### config.mk
export PLATFORM = sky130hd
export DESIGN_NAME = mps_core_top
export DESIGN_NICKNAME = d
export VERILOG_FILES = /design/src/logic/mps_pkg.sv /design/src/logic/mps_core_top.sv /design/src/logic/mps_reg_apb.sv /design/src/logic/sfp_frame_builder.sv /design/src/logic/sfp_frame_fifo.sv /design/src/logic/sfp_tx_serializer.sv
export SDC_FILE = /design/constraint.sdc
export NUM_CORES = 2
export LEC_CHECK = 0
export BUFFER_PORTS_ARGS = -buffer_cell sky130_fd_sc_hd__buf_2
export CAP_MARGIN = 20
export CORE_MARGIN = 3
export CORE_UTILIZATION = 40
export DETAILED_ROUTE_END_ITERATION = 12
export GPL_ROUTABILITY_DRIVEN = 0
export PLACE_DENSITY = 0.68
export SYNTH_ARGS = -nofsm -noshare
export SYNTH_HDL_FRONTEND = slang
export SYNTH_SLANG_ARGS = --single-unit
export TNS_END_PERCENT = 5
### constraint.sdc
create_clock -name i_clk -period 37.9 [get_ports i_clk]
set_clock_uncertainty 0.05 [all_clocks]
set_input_delay 7.58 -clock i_clk [delete_from_list [all_inputs] [get_ports i_clk]]
set_output_delay 7.58 -clock i_clk [all_outputs]
set_load 0.05 [all_outputs]
### src/logic/mps_pkg.sv
`default_nettype none

package mps_pkg;

	localparam int DATA_W           = 32;
	localparam int ADC_CH           = 10;
	localparam int FRAME_WORDS      = 12;
	localparam int FRAME_FIFO_DEPTH = 4;
	localparam int SEQ_W            = 8;
	localparam logic [15:0] SFP_SYNC = 16'hC5A3;   // Upper half of every header word

	localparam int APB_ADDR_W = 8;
	localparam int ADC_IDX_W  = $clog2(ADC_CH);
	localparam int WORD_IDX_W = $clog2(FRAME_WORDS);
	localparam int FIFO_PTR_W = $clog2(FRAME_FIFO_DEPTH);
	localparam int FIFO_CNT_W = $clog2(FRAME_FIFO_DEPTH + 1);

	// Word indexes where the byte address is index * 4
	localparam int REG_CTRL       = 0;    // [0] sfp enable, [1] slave select
	localparam int REG_MPS_STATUS = 1;
	localparam int REG_SET_C      = 2;
	localparam int REG_SET_V      = 3;
	localparam int REG_MAX_DUTY   = 4;
	localparam int REG_MAX_PHASE  = 5;
	localparam int REG_MAX_FREQ   = 6;
	localparam int REG_MIN_FREQ   = 7;
	localparam int REG_MIN_C      = 8;
	localparam int REG_MAX_C      = 9;
	localparam int REG_MIN_V      = 10;
	localparam int REG_MAX_V      = 11;
	localparam int REG_SW         = 12;   // Deadband high, switching freq low
	localparam int REG_ADC_BASE   = 16;
	localparam int REG_FRAME_CNT  = 26;
	localparam int REG_DROP_CNT   = 27;

	typedef enum logic [7:0] {
		FRAME_TELEMETRY = 8'h01,
		FRAME_SETPOINT  = 8'h02
	} frame_kind_e;

	typedef enum logic [1:0] {
		S_IDLE,
		S_HEADER,
		S_PAYLOAD
	} ser_state_e;

	// Field order follows the setpoint frame payload
	typedef struct packed {
		logic [3:0]        mps_status;
		logic [DATA_W-1:0] set_c;
		logic [DATA_W-1:0] set_v;
		logic [DATA_W-1:0] max_duty;
		logic [DATA_W-1:0] max_phase;
		logic [DATA_W-1:0] max_freq;
		logic [DATA_W-1:0] min_freq;
		logic [DATA_W-1:0] min_c;
		logic [DATA_W-1:0] max_c;
		logic [DATA_W-1:0] min_v;
		logic [DATA_W-1:0] max_v;
		logic [15:0]       deadband;
		logic [15:0]       sw_freq;
	} setpoint_t;

	typedef struct packed {
		logic [DATA_W-1:0] c;
		logic [DATA_W-1:0] v;
		logic [DATA_W-1:0] dc_c;
		logic [DATA_W-1:0] dc_v;
		logic [DATA_W-1:0] phase_r;
		logic [DATA_W-1:0] phase_s;
		logic [DATA_W-1:0] phase_t;
		logic [DATA_W-1:0] igbt_t;
		logic [DATA_W-1:0] i_inductor_t;
		logic [DATA_W-1:0] o_inductor_t;
	} adc_telem_t;

	// Channel index 0 is c as in adc_telem_t
	typedef struct packed {
		logic [ADC_CH-1:0][DATA_W-1:0] data;
		logic [ADC_CH-1:0]             valid;
	} adc_in_t;

	typedef struct packed {
		frame_kind_e                        kind;
		logic [SEQ_W-1:0]                   seq;
		logic [FRAME_WORDS-1:0][DATA_W-1:0] payload;   // payload[0] goes out first
	} sfp_frame_t;

	typedef struct packed {
		logic                  psel;
		logic                  penable;
		logic                  pwrite;
		logic [APB_ADDR_W-1:0] paddr;
		logic [DATA_W-1:0]     pwdata;
	} apb_req_t;

	typedef struct packed {
		logic [DATA_W-1:0] prdata;
		logic              pready;
		logic              pslverr;
	} apb_rsp_t;

endpackage

`default_nettype wire

### src/logic/mps_core_top.sv
`default_nettype none

module mps_core_top (
	input  wire                 i_clk,
	input  wire                 i_rst_n,
	input  mps_pkg::apb_req_t   i_apb,
	output mps_pkg::apb_rsp_t   o_apb,
	input  mps_pkg::adc_in_t    i_adc,
	input  wire [31:0]          i_intl_status,
	input  wire [31:0]          i_system_fsm,
	input  wire                 i_frame_tick,
	output mps_pkg::setpoint_t  o_setpoint,
	output logic [31:0]         o_tx_data,
	output logic                o_tx_valid,
	input  wire                 i_tx_ready
);
	import mps_pkg::*;

	adc_telem_t  telem;
	sfp_frame_t  push_frame;
	sfp_frame_t  head_frame;
	logic        sfp_en;
	logic        sfp_slave;
	logic        push;
	logic        pop;
	logic        full;
	logic        empty;
	logic        drop;
	logic        frame_done;

	mps_reg_apb u_mps_reg_apb (
		.i_clk        (i_clk),
		.i_rst_n      (i_rst_n),
		.i_apb        (i_apb),
		.o_apb        (o_apb),
		.i_telem      (telem),
		.i_frame_done (frame_done),
		.i_drop       (drop),
		.o_setpoint   (o_setpoint),
		.o_sfp_en     (sfp_en),
		.o_sfp_slave  (sfp_slave)
	);

	// Setpoints come straight from the bank
	sfp_frame_builder u_sfp_frame_builder (
		.i_clk         (i_clk),
		.i_rst_n       (i_rst_n),
		.i_adc         (i_adc),
		.i_intl_status (i_intl_status),
		.i_system_fsm  (i_system_fsm),
		.i_frame_tick  (i_frame_tick),
		.i_sfp_en      (sfp_en),
		.i_sfp_slave   (sfp_slave),
		.i_setpoint    (o_setpoint),
		.i_full        (full),
		.o_telem       (telem),
		.o_push        (push),
		.o_frame       (push_frame),
		.o_drop        (drop)
	);

	sfp_frame_fifo u_sfp_frame_fifo (
		.i_clk   (i_clk),
		.i_rst_n (i_rst_n),
		.i_push  (push),
		.i_frame (push_frame),
		.i_pop   (pop),
		.o_frame (head_frame),
		.o_full  (full),
		.o_empty (empty)
	);

	sfp_tx_serializer u_sfp_tx_serializer (
		.i_clk        (i_clk),
		.i_rst_n      (i_rst_n),
		.i_empty      (empty),
		.i_frame      (head_frame),
		.o_pop        (pop),
		.o_tx_data    (o_tx_data),
		.o_tx_valid   (o_tx_valid),
		.i_tx_ready   (i_tx_ready),
		.o_frame_done (frame_done)
	);

endmodule

`default_nettype wire

### src/logic/mps_reg_apb.sv
`default_nettype none

module mps_reg_apb (
	input  wire                  i_clk,
	input  wire                  i_rst_n,
	input  mps_pkg::apb_req_t    i_apb,
	output mps_pkg::apb_rsp_t    o_apb,
	input  mps_pkg::adc_telem_t  i_telem,
	input  wire                  i_frame_done,
	input  wire                  i_drop,
	output mps_pkg::setpoint_t   o_setpoint,
	output logic                 o_sfp_en,
	output logic                 o_sfp_slave
);
	import mps_pkg::*;

	setpoint_t                     sp_q;
	logic                          sfp_en_q;
	logic                          sfp_slave_q;
	logic [DATA_W-1:0]             frame_cnt_q;
	logic [DATA_W-1:0]             drop_cnt_q;
	logic [ADC_CH-1:0][DATA_W-1:0] telem_w;
	logic                          access;
	logic                          wr_en;
	int                            widx;
	int                            adc_off;
	logic                          in_adc;
	logic [DATA_W-1:0]             rd_data;
	logic                          mapped;
	logic                          rd_only;

	assign access  = i_apb.psel & i_apb.penable;
	assign wr_en   = access & i_apb.pwrite;
	assign widx    = int'(i_apb.paddr[APB_ADDR_W-1:2]);
	assign adc_off = widx - REG_ADC_BASE;
	assign in_adc  = (widx >= REG_ADC_BASE) && (widx < REG_ADC_BASE + ADC_CH);
	assign telem_w = i_telem;   // Channel c lands in the top word

	always_ff @(posedge i_clk or negedge i_rst_n) begin
		if (!i_rst_n) begin
			sp_q        <= '0;
			sfp_en_q    <= 1'b0;
			sfp_slave_q <= 1'b0;
		end else if (wr_en) begin
			// Read-only and unmapped indexes fall through untouched
			case (widx)
				REG_CTRL: begin
					sfp_en_q    <= i_apb.pwdata[0];
					sfp_slave_q <= i_apb.pwdata[1];
				end
				REG_MPS_STATUS: sp_q.mps_status <= i_apb.pwdata[3:0];
				REG_SET_C:      sp_q.set_c      <= i_apb.pwdata;
				REG_SET_V:      sp_q.set_v      <= i_apb.pwdata;
				REG_MAX_DUTY:   sp_q.max_duty   <= i_apb.pwdata;
				REG_MAX_PHASE:  sp_q.max_phase  <= i_apb.pwdata;
				REG_MAX_FREQ:   sp_q.max_freq   <= i_apb.pwdata;
				REG_MIN_FREQ:   sp_q.min_freq   <= i_apb.pwdata;
				REG_MIN_C:      sp_q.min_c      <= i_apb.pwdata;
				REG_MAX_C:      sp_q.max_c      <= i_apb.pwdata;
				REG_MIN_V:      sp_q.min_v      <= i_apb.pwdata;
				REG_MAX_V:      sp_q.max_v      <= i_apb.pwdata;
				REG_SW: begin
					sp_q.deadband <= i_apb.pwdata[31:16];
					sp_q.sw_freq  <= i_apb.pwdata[15:0];
				end
				default: ;
			endcase
		end
	end

	always_ff @(posedge i_clk or negedge i_rst_n) begin
		if (!i_rst_n) begin
			frame_cnt_q <= '0;
			drop_cnt_q  <= '0;
		end else begin
			if (i_frame_done)
				frame_cnt_q <= frame_cnt_q + 1'b1;
			if (i_drop)
				drop_cnt_q <= drop_cnt_q + 1'b1;
		end
	end

	always_comb begin
		rd_data = '0;
		mapped  = 1'b1;
		rd_only = 1'b0;
		case (widx)
			REG_CTRL:       rd_data = DATA_W'({sfp_slave_q, sfp_en_q});
			REG_MPS_STATUS: rd_data = DATA_W'(sp_q.mps_status);
			REG_SET_C:      rd_data = sp_q.set_c;
			REG_SET_V:      rd_data = sp_q.set_v;
			REG_MAX_DUTY:   rd_data = sp_q.max_duty;
			REG_MAX_PHASE:  rd_data = sp_q.max_phase;
			REG_MAX_FREQ:   rd_data = sp_q.max_freq;
			REG_MIN_FREQ:   rd_data = sp_q.min_freq;
			REG_MIN_C:      rd_data = sp_q.min_c;
			REG_MAX_C:      rd_data = sp_q.max_c;
			REG_MIN_V:      rd_data = sp_q.min_v;
			REG_MAX_V:      rd_data = sp_q.max_v;
			REG_SW:         rd_data = {sp_q.deadband, sp_q.sw_freq};
			REG_FRAME_CNT: begin
				rd_data = frame_cnt_q;
				rd_only = 1'b1;
			end
			REG_DROP_CNT: begin
				rd_data = drop_cnt_q;
				rd_only = 1'b1;
			end
			default: begin
				if (in_adc) begin
					rd_data = telem_w[ADC_IDX_W'(ADC_CH - 1 - adc_off)];
					rd_only = 1'b1;
				end else begin
					mapped = 1'b0;
				end
			end
		endcase
	end

	assign o_apb.prdata  = rd_data;
	assign o_apb.pready  = 1'b1;   // Zero wait states
	assign o_apb.pslverr = access & (~mapped | (i_apb.pwrite & rd_only));

	assign o_setpoint  = sp_q;
	assign o_sfp_en    = sfp_en_q;
	assign o_sfp_slave = sfp_slave_q;

endmodule

`default_nettype wire

### src/logic/sfp_frame_builder.sv
`default_nettype none

module sfp_frame_builder (
	input  wire                  i_clk,
	input  wire                  i_rst_n,
	input  mps_pkg::adc_in_t     i_adc,
	input  wire [31:0]           i_intl_status,
	input  wire [31:0]           i_system_fsm,
	input  wire                  i_frame_tick,
	input  wire                  i_sfp_en,
	input  wire                  i_sfp_slave,
	input  mps_pkg::setpoint_t   i_setpoint,
	input  wire                  i_full,
	output mps_pkg::adc_telem_t  o_telem,
	output logic                 o_push,
	output mps_pkg::sfp_frame_t  o_frame,
	output logic                 o_drop
);
	import mps_pkg::*;

	logic [ADC_CH-1:0][DATA_W-1:0] hold_q;
	logic [SEQ_W-1:0]              seq_q;
	logic                          tick_en;
	sfp_frame_t                    frame;

	// Each channel keeps its last valid sample
	always_ff @(posedge i_clk or negedge i_rst_n) begin
		if (!i_rst_n) begin
			hold_q <= '0;
		end else begin
			for (int k = 0; k < ADC_CH; k++) begin
				if (i_adc.valid[k])
					hold_q[k] <= i_adc.data[k];
			end
		end
	end

	assign o_telem = {hold_q[0], hold_q[1], hold_q[2], hold_q[3], hold_q[4],
	                  hold_q[5], hold_q[6], hold_q[7], hold_q[8], hold_q[9]};

	always_comb begin
		frame.seq = seq_q;
		if (i_sfp_slave) begin
			frame.kind = FRAME_TELEMETRY;
			for (int k = 0; k < ADC_CH; k++)
				frame.payload[k] = hold_q[k];
			frame.payload[ADC_CH]     = i_intl_status;
			frame.payload[ADC_CH + 1] = i_system_fsm;
		end else begin
			frame.kind        = FRAME_SETPOINT;
			frame.payload[0]  = DATA_W'(i_setpoint.mps_status);
			frame.payload[1]  = i_setpoint.set_c;
			frame.payload[2]  = i_setpoint.set_v;
			frame.payload[3]  = i_setpoint.max_duty;
			frame.payload[4]  = i_setpoint.max_phase;
			frame.payload[5]  = i_setpoint.max_freq;
			frame.payload[6]  = i_setpoint.min_freq;
			frame.payload[7]  = i_setpoint.min_c;
			frame.payload[8]  = i_setpoint.max_c;
			frame.payload[9]  = i_setpoint.min_v;
			frame.payload[10] = i_setpoint.max_v;
			frame.payload[11] = {i_setpoint.deadband, i_setpoint.sw_freq};
		end
	end

	assign tick_en = i_frame_tick & i_sfp_en;   // Disabled ticks are ignored entirely
	assign o_push  = tick_en & ~i_full;
	assign o_drop  = tick_en & i_full;
	assign o_frame = frame;

	always_ff @(posedge i_clk or negedge i_rst_n) begin
		if (!i_rst_n)
			seq_q <= '0;
		else if (o_push)
			seq_q <= seq_q + 1'b1;
	end

endmodule

`default_nettype wire

### src/logic/sfp_frame_fifo.sv
`default_nettype none

module sfp_frame_fifo (
	input  wire                  i_clk,
	input  wire                  i_rst_n,
	input  wire                  i_push,
	input  mps_pkg::sfp_frame_t  i_frame,
	input  wire                  i_pop,
	output mps_pkg::sfp_frame_t  o_frame,
	output logic                 o_full,
	output logic                 o_empty
);
	import mps_pkg::*;

	sfp_frame_t              mem_q [FRAME_FIFO_DEPTH];
	logic [FIFO_PTR_W-1:0]   wr_ptr_q;
	logic [FIFO_PTR_W-1:0]   rd_ptr_q;
	logic [FIFO_CNT_W-1:0]   cnt_q;
	logic [FIFO_CNT_W-1:0]   cnt_nxt;
	logic                    full_q;
	logic                    empty_q;
	logic                    do_push;
	logic                    do_pop;

	assign do_push = i_push & ~full_q;
	assign do_pop  = i_pop & ~empty_q;

	always_comb begin
		case ({do_push, do_pop})
			2'b10:   cnt_nxt = cnt_q + 1'b1;
			2'b01:   cnt_nxt = cnt_q - 1'b1;
			default: cnt_nxt = cnt_q;   // Both or neither
		endcase
	end

	always_ff @(posedge i_clk) begin
		if (do_push)
			mem_q[wr_ptr_q] <= i_frame;
	end

	always_ff @(posedge i_clk or negedge i_rst_n) begin
		if (!i_rst_n) begin
			wr_ptr_q <= '0;
			rd_ptr_q <= '0;
			cnt_q    <= '0;
			full_q   <= 1'b0;
			empty_q  <= 1'b1;
		end else begin
			if (do_push)
				wr_ptr_q <= (wr_ptr_q == FIFO_PTR_W'(FRAME_FIFO_DEPTH - 1)) ? '0 : wr_ptr_q + 1'b1;
			if (do_pop)
				rd_ptr_q <= (rd_ptr_q == FIFO_PTR_W'(FRAME_FIFO_DEPTH - 1)) ? '0 : rd_ptr_q + 1'b1;
			cnt_q   <= cnt_nxt;
			full_q  <= (cnt_nxt == FIFO_CNT_W'(FRAME_FIFO_DEPTH));
			empty_q <= (cnt_nxt == '0);
		end
	end

	assign o_frame = mem_q[rd_ptr_q];
	assign o_full  = full_q;
	assign o_empty = empty_q;

endmodule

`default_nettype wire

### src/logic/sfp_tx_serializer.sv
`default_nettype none

module sfp_tx_serializer (
	input  wire                  i_clk,
	input  wire                  i_rst_n,
	input  wire                  i_empty,
	input  mps_pkg::sfp_frame_t  i_frame,
	output logic                 o_pop,
	output logic [31:0]          o_tx_data,
	output logic                 o_tx_valid,
	input  wire                  i_tx_ready,
	output logic                 o_frame_done
);
	import mps_pkg::*;

	ser_state_e              state_q;
	sfp_frame_t              frame_q;
	logic [WORD_IDX_W-1:0]   idx_q;
	logic                    done_q;
	logic                    last_word;

	assign o_pop      = (state_q == S_IDLE) & ~i_empty;
	assign o_tx_valid = (state_q != S_IDLE);
	assign last_word  = (idx_q == WORD_IDX_W'(FRAME_WORDS - 1));

	// Frame slot loads on a pop
	always_ff @(posedge i_clk) begin
		if (o_pop)
			frame_q <= i_frame;
	end

	always_ff @(posedge i_clk or negedge i_rst_n) begin
		if (!i_rst_n) begin
			state_q <= S_IDLE;
			idx_q   <= '0;
			done_q  <= 1'b0;
		end else begin
			done_q <= 1'b0;
			case (state_q)
				S_IDLE: begin
					if (o_pop)
						state_q <= S_HEADER;
				end
				S_HEADER: begin
					if (i_tx_ready) begin
						state_q <= S_PAYLOAD;
						idx_q   <= '0;
					end
				end
				S_PAYLOAD: begin
					if (i_tx_ready) begin
						if (last_word) begin
							state_q <= S_IDLE;
							done_q  <= 1'b1;
						end else begin
							idx_q <= idx_q + 1'b1;
						end
					end
				end
				default: state_q <= S_IDLE;
			endcase
		end
	end

	// Word stays put until ready, since state and index only move on accept
	always_comb begin
		case (state_q)
			S_HEADER:  o_tx_data = {SFP_SYNC, frame_q.seq, frame_q.kind};
			S_PAYLOAD: o_tx_data = frame_q.payload[idx_q];
			default:   o_tx_data = '0;
		endcase
	end

	assign o_frame_done = done_q;

endmodule

`default_nettype wire

# Word level (Yosys, flattened, before mapping)
# Memories as Yosys holds them, arrays and structs flattened. A register that Yosys moved wholly into a read port is not among the register bits.
# Cells that the tools add are included.
[word_totals]
ram_bits = 1576
regBits = 774
n_memories = 1
in_bits = 441
[op_classes]
reduce_logical = 24
mux = 30
magnitude_cmp = 4
n_bitwise = 14
add_sub_neg = 10
n_eq_ne = 27
[mem_list]
columns = ["name", "depth", "word_bits", "read_ports", "rd_ports_with_merged_regs", "wr", "line_no", "text"]
rows = [
  ["u_sfp_frame_fifo.mem_q", 4, 394, 1, 1, 1, "sfp_frame_fifo.sv:15", "sfp_frame_t mem_q [FRAME_FIFO_DEPTH];"],
]
[ops]
columns = ["cell", "n"]
rows = [
  ["$pmux W32 S15", 1],
  ["$mux W384", 1],
  ["$bmux W32 S4", 2],
  ["$mux W32", 4],
  ["$add A32 B1 Y32 const B", 2],
  ["$pmux W32 S2", 1],
  ["$logic_not A32 Y1", 1],
  ["$eq A6 B4 Y1 const B", 5],
  ["$reduce_and A2 Y1", 13],
  ["$eq A6 B3 Y1 const B", 4],
  ["$reduce_or A15 Y1", 1],
  ["$mux W2", 7],
  ["$reduce_or A13 Y1", 1],
  ["$eq A6 B2 Y1 const B", 2],
  ["$eq A6 B5 Y1 const B", 2],
  ["$mux W4", 3],
  ["$and A1 B1 Y1", 10],
  ["$add A8 B1 Y8 const B", 1],
  ["$eq A2 B2 Y1 const B", 4],
  ["$ne A2 B2 Y1 const B", 4],
  ["$pmux W4 S2", 1],
  ["$reduce_and A4 Y1", 2],
  ["$mux W1", 7],
  ["$eq A6 B1 Y1 const B", 1],
  ["other kinds (24)", 29],
]

# Longest topological paths before layout
[depth]
depth_word = 7
ltp_mapped = 14
depth_no_buf = 11

# By module
# From an unflattened synthesis, not the netlist that was laid out.
[unflattened]
hier_cells = 5746
area_unflattened_um2 = 114207.0
[by_module_without_submodules]
columns = ["module", "area_per_inst_um2", "cells_each", "instances"]
rows = [
  ["sfp_frame_fifo", 58611.2, 2138, 1],
  ["mps_reg_apb", 21494.4, 1655, 1],
  ["sfp_frame_builder", 18197.5, 1145, 1],
  ["sfp_tx_serializer", 15904.0, 808, 1],
]

# Worst setup path after synthesis
# OpenSTA, ideal clock, no wires.
[synth_path]
kind = "reg2reg"
from = "register u_sfp_tx_serializer.state_q[0]"
to = "register u_sfp_frame_fifo.full_q, in the netlist u_sfp_frame_fifo.o_full"
t_required_ps = 37777
stages_incl_launch_ff = 12
path_slack_ps = 17337
arrival_ps = 20440
n_path_buf = 0
cell_sequence = "dfrtp_1 > inv_1 > ha_1 > inv_1 > nor2_1 > ha_1 > inv_1 > fa_1 > xor2_1 > nor2_1 > xor2_1 > nor2b_1"
[synth_between]
elab_chain_cells = 6
[synth_rtl]
columns = ["item", "line_no", "text"]
rows = [
  ["from (decl)", "sfp_tx_serializer.sv:16", "ser_state_e state_q;"],
  ["from (signal assigned)", "sfp_tx_serializer.sv:34", "state_q <= S_IDLE;"],
  ["from (signal assigned)", "sfp_tx_serializer.sv:42", "state_q <= S_HEADER;"],
  ["from (signal assigned)", "sfp_tx_serializer.sv:46", "state_q <= S_PAYLOAD;"],
  ["$logic_not A2 Y1 (*)", "sfp_tx_serializer.sv:22", "assign o_pop = (state_q == S_IDLE) & ~i_empty;"],
  ["$and A1 B1 Y1 (*)", "sfp_tx_serializer.sv:22", ""],
  ["via pop", "mps_core_top.sv:25", "logic pop;"],
  ["$and A1 B1 Y1 (*)", "sfp_frame_fifo.sv:26", "assign do_pop = i_pop & ~empty_q;"],
  ["$eq A2 B1 Y1 / $eq A2 B2 Y1 (equally long branches)", "sfp_frame_fifo.sv:29", "case ({do_push, do_pop})"],
  ["$pmux W3 S2 (*)", "sfp_frame_fifo.sv:29", ""],
  ["via u_sfp_frame_fifo.cnt_nxt[2]", "sfp_frame_fifo.sv:19", "logic [FIFO_CNT_W-1:0] cnt_nxt;"],
  ["$eq A3 B3 Y1 (*)", "sfp_frame_fifo.sv:54", "full_q <= (cnt_nxt == FIFO_CNT_W'(FRAME_FIFO_DEPTH));"],
  ["to (signal assigned)", "sfp_frame_fifo.sv:54", ""],
  ["to (decl)", "sfp_frame_fifo.sv:20", "logic full_q;"],
]
# Mark *: on every way through the listed nets, which the timed path passes. The rest lies on a longest branch.
# A chain may end at the register's enable or synchronous reset.

==> qor.yml <==
synth.distinct_cells: 70
max_freq_mhz: 52.4
path_max_fanout: 39
grt_pass1_vias: 62100
hold_viol: 0
cts_resized: 0
critPathSlowestCell: "a221oi_1"
grt_pass1_wl_um: 514000
endpoint_kind: "output pin"
antenna_left: 0
syn_area_um2: 110000
crit_arrival_ps: 11440
synth_top_cell_area_share: 0.536
min_path_type: "reg -> reg"
post-place-cells: 9870
postSynthCellCount: 5575
crit_path_max_incr_delay_ps: 810
antenna_found_initial: 66
synth-edff-count: 1970
grt_overflow: 0
cts_root_buf: "clkbuf_16"
clockBufferDepth: 4
place_ws_ps: 18900
cts_tree: "done"
cts_hold_buf: 0
ys_warn_count: 0
required_ps: 30270
placeableCoreArea_um2: 274000
cts.sinks: 2736
drive_gt1_frac: 0.449
post-dp-hpwl_um: 268000
cts_buffers: 276
setup_tns_ps: 0
areaGrowthSynthToFinish_pct: 15.9
finalSetupViolations: 0
synth_nets: 6032
ys.flop_type: "edfxtp_1"
first_iter_violations: 8575
cpMostUsedCell: "buf_4"
start_util: 0.403
die_w_um: 532
vias: 62600
rsz0062_at_grt: "false"
power_w: 0.00839
via_per_inst: 6.03
clk_pin_slew_ps: 60
clock_latency_ps: 870
post-cts-setup-buffers: 0
ir_drop_v: 0.0000579
synth_area_leaders: "edfxtp_1, dfrtp_1, mux4_2, mux2_2, mux2i_1"
status: "finished, final reports clean"
cts_max_level: 5
worstMarginPinSlew_ps: 1340
die_height_um: 532
p_leak_nw: 47.6
async_flop_share: 0.280
slew_violations: 0
crit_chain: "buf_6 -> buf_4 -> nand2b_2 -> nor2_4 -> buf_4 -> a22o_1 -> a221oi_1 -> nand4_1 -> buf_2"
post_drt_wl_per_cell_um: 36.6
synth_largest_area_cell: "edfxtp_1"
seq_area_frac_synth: 0.709
portBuffers: 860
fin_nets: 6924
syn_avg_cell_area_um2: 19.8
fin_crit_ps: 19070
cap_violations: 0
grt_max_degree: 164
routed_wl_um: 381000
drc: 0
start_kind: "primary input"
p_per_area_nw_per_um2: 65.5
max_slew_margin: 0.105
row_count: 192
fin_util: 0.467
worst_slack_ps: 18830
fin_cells: 10400
synth-seq-cells: 2736
dieArea_um2: 282000
io-pin-count: 864
dr.pass1.iters: 8
critPathKind: "in -> out"
grt_usage: 0.263
finalCritPeriodShare: 0.503
flip-flops by register name (all words and copies together), names as in the netlist:
signal / flops
u_sfp_frame_fifo.wr_ptr_q: 2
u_mps_reg_apb.drop_cnt_q: 32
u_mps_reg_apb.o_sfp_en: 1
u_mps_reg_apb.o_setpoint: 356
u_sfp_frame_fifo.mem_q: 1576
u_sfp_frame_fifo.o_full: 1
u_sfp_frame_builder.seq_q: 8
u_sfp_frame_builder.o_telem: 320
u_sfp_tx_serializer.frame_q: 394
u_sfp_frame_fifo.rd_ptr_q: 2
u_mps_reg_apb.frame_cnt_q: 32
u_mps_reg_apb.o_sfp_slave: 1
u_sfp_tx_serializer.o_frame_done: 1
u_sfp_frame_fifo.o_empty: 1
u_sfp_frame_fifo.cnt_q: 3
u_sfp_tx_serializer.state_q: 2
u_sfp_tx_serializer.idx_q: 4
layout by cell type (no fill, tap or decap), types with 40 or more instances in the layout:
cell	instances
a22o_1	42
a22oi_1	107
buf_2	858
buf_4	90
clkbuf_1	70
clkbuf_16	292
clkinv_2	49
dfrtp_1	760
edfxtp_1	1970
mux2_2	1028
mux2i_1	94
mux4_2	552
nand2_1	83
nand3_1	46
nand4_1	40
nor2_1	60
o21ai_0	55
xnor2_1	51
kinds of logic after synthesis:
family	count (synthesis)	share of synthesized area
compound gates	300	0.0204
other cells	1	0.0000339
fa+ha+maj	16	0.00188
simple gates	384	0.0198
xor+xnor	72	0.00571
buf+inv	375	0.0155
flops	2736	0.709
mux	1691	0.228
area by class of cell:
class                           count  area [um2]
Fill cell                       22900      146000
Clock buffer                      382        7850
Timing Repair Buffer              969        5390
Clock inverter                    114        1160
Multi-Input combinational cell   2464       30600
Sequential cell                  2736       78300
Tap cell                         3686        4610
Antenna cell                       15        37.5
Inverter                           20        75.1
through the flow:
stage	area, um2	hold slack [ps]
final	128000	452
after global routing	128000	468
after CTS	128000	446
after detailed placement	119000	422
after global placement	119000	413
after floorplan	110000	392
synth_stat cells, types with 5 or more instances:
master / instances
and3_1: 17
and4_1: 8
a22o_1: 42
buf_1: 68
xor2_1: 21
a22oi_1: 107
mux2_1: 17
and2_1: 37
nor2_1: 66
a221oi_1: 34
a222oi_1: 8
o21ai_0: 55
dfrtp_1: 765
edfxtp_1: 1970
nand3b_1: 11
mux4_2: 552
buf_4: 43
mux2_2: 1028
inv_1: 19
or4_1: 13
or3_1: 7
nor2_2: 5
a32oi_1: 7
buf_6: 5
nor3_4: 8
nand2_1: 83
clkbuf_1: 152
ha_1: 15
o21a_1: 10
buf_2: 85
xnor2_1: 51
a211oi_1: 14
nand3_1: 47
mux2i_1: 94
nand4_1: 40
nor2b_1: 10
worst max-delay path: cells and delay by family:
family                 cells  cell delay [ps]
buffers and inverters      4             1680
AO/OA/AOI/OAI              2             1050
AND/OR/NAND/NOR            3              970
power by group:
group          total [W]  internal, W  switching, W
registers        0.00390      0.00367      0.000227
clock network    0.00274      0.00160       0.00114
logic            0.00175     0.000708       0.00104
metal layers:
layer / track usage / vias to the layer above / wire length [um]
met3: 0.0598 / 923 / 38600
met1: 0.318 / 33100 / 131000
li1: - / 24300 / -
met2: 0.431 / 4236 / 183000
met4: 0.156 / 2 / 28600
met5: 0 / - / 9
path summary, 6_finish.rpt:
| kind | from | to | slack, ps | cells after the start |
|---|---|---|---|---|
| min | u_mps_reg_apb.frame_cnt_q[31]$_DFFE_PN0P_ | u_mps_reg_apb.frame_cnt_q[31]$_DFFE_PN0P_ | 450 | 1 |
| max | i_apb[34] | o_apb[29] | 18830 | 9 |
| max reg2reg | u_mps_reg_apb.o_sfp_en$_DFFE_PN0P_ | u_sfp_frame_fifo.mem_q[1][373]$_DFFE_PP_ | 33380 | 5 |
| max in group asynchronous | i_rst_n | u_mps_reg_apb.o_setpoint[236]$_DFFE_PN0P_ | 28590 | 3 |
| min reg2reg | u_mps_reg_apb.frame_cnt_q[31]$_DFFE_PN0P_ | u_mps_reg_apb.frame_cnt_q[31]$_DFFE_PN0P_ | 450 | 1 |
| min in group asynchronous | i_rst_n | u_mps_reg_apb.o_setpoint[22]$_DFFE_PN0P_ | 6650 | 1 |
Note: power is estimated with default switching activity, not from simulation.
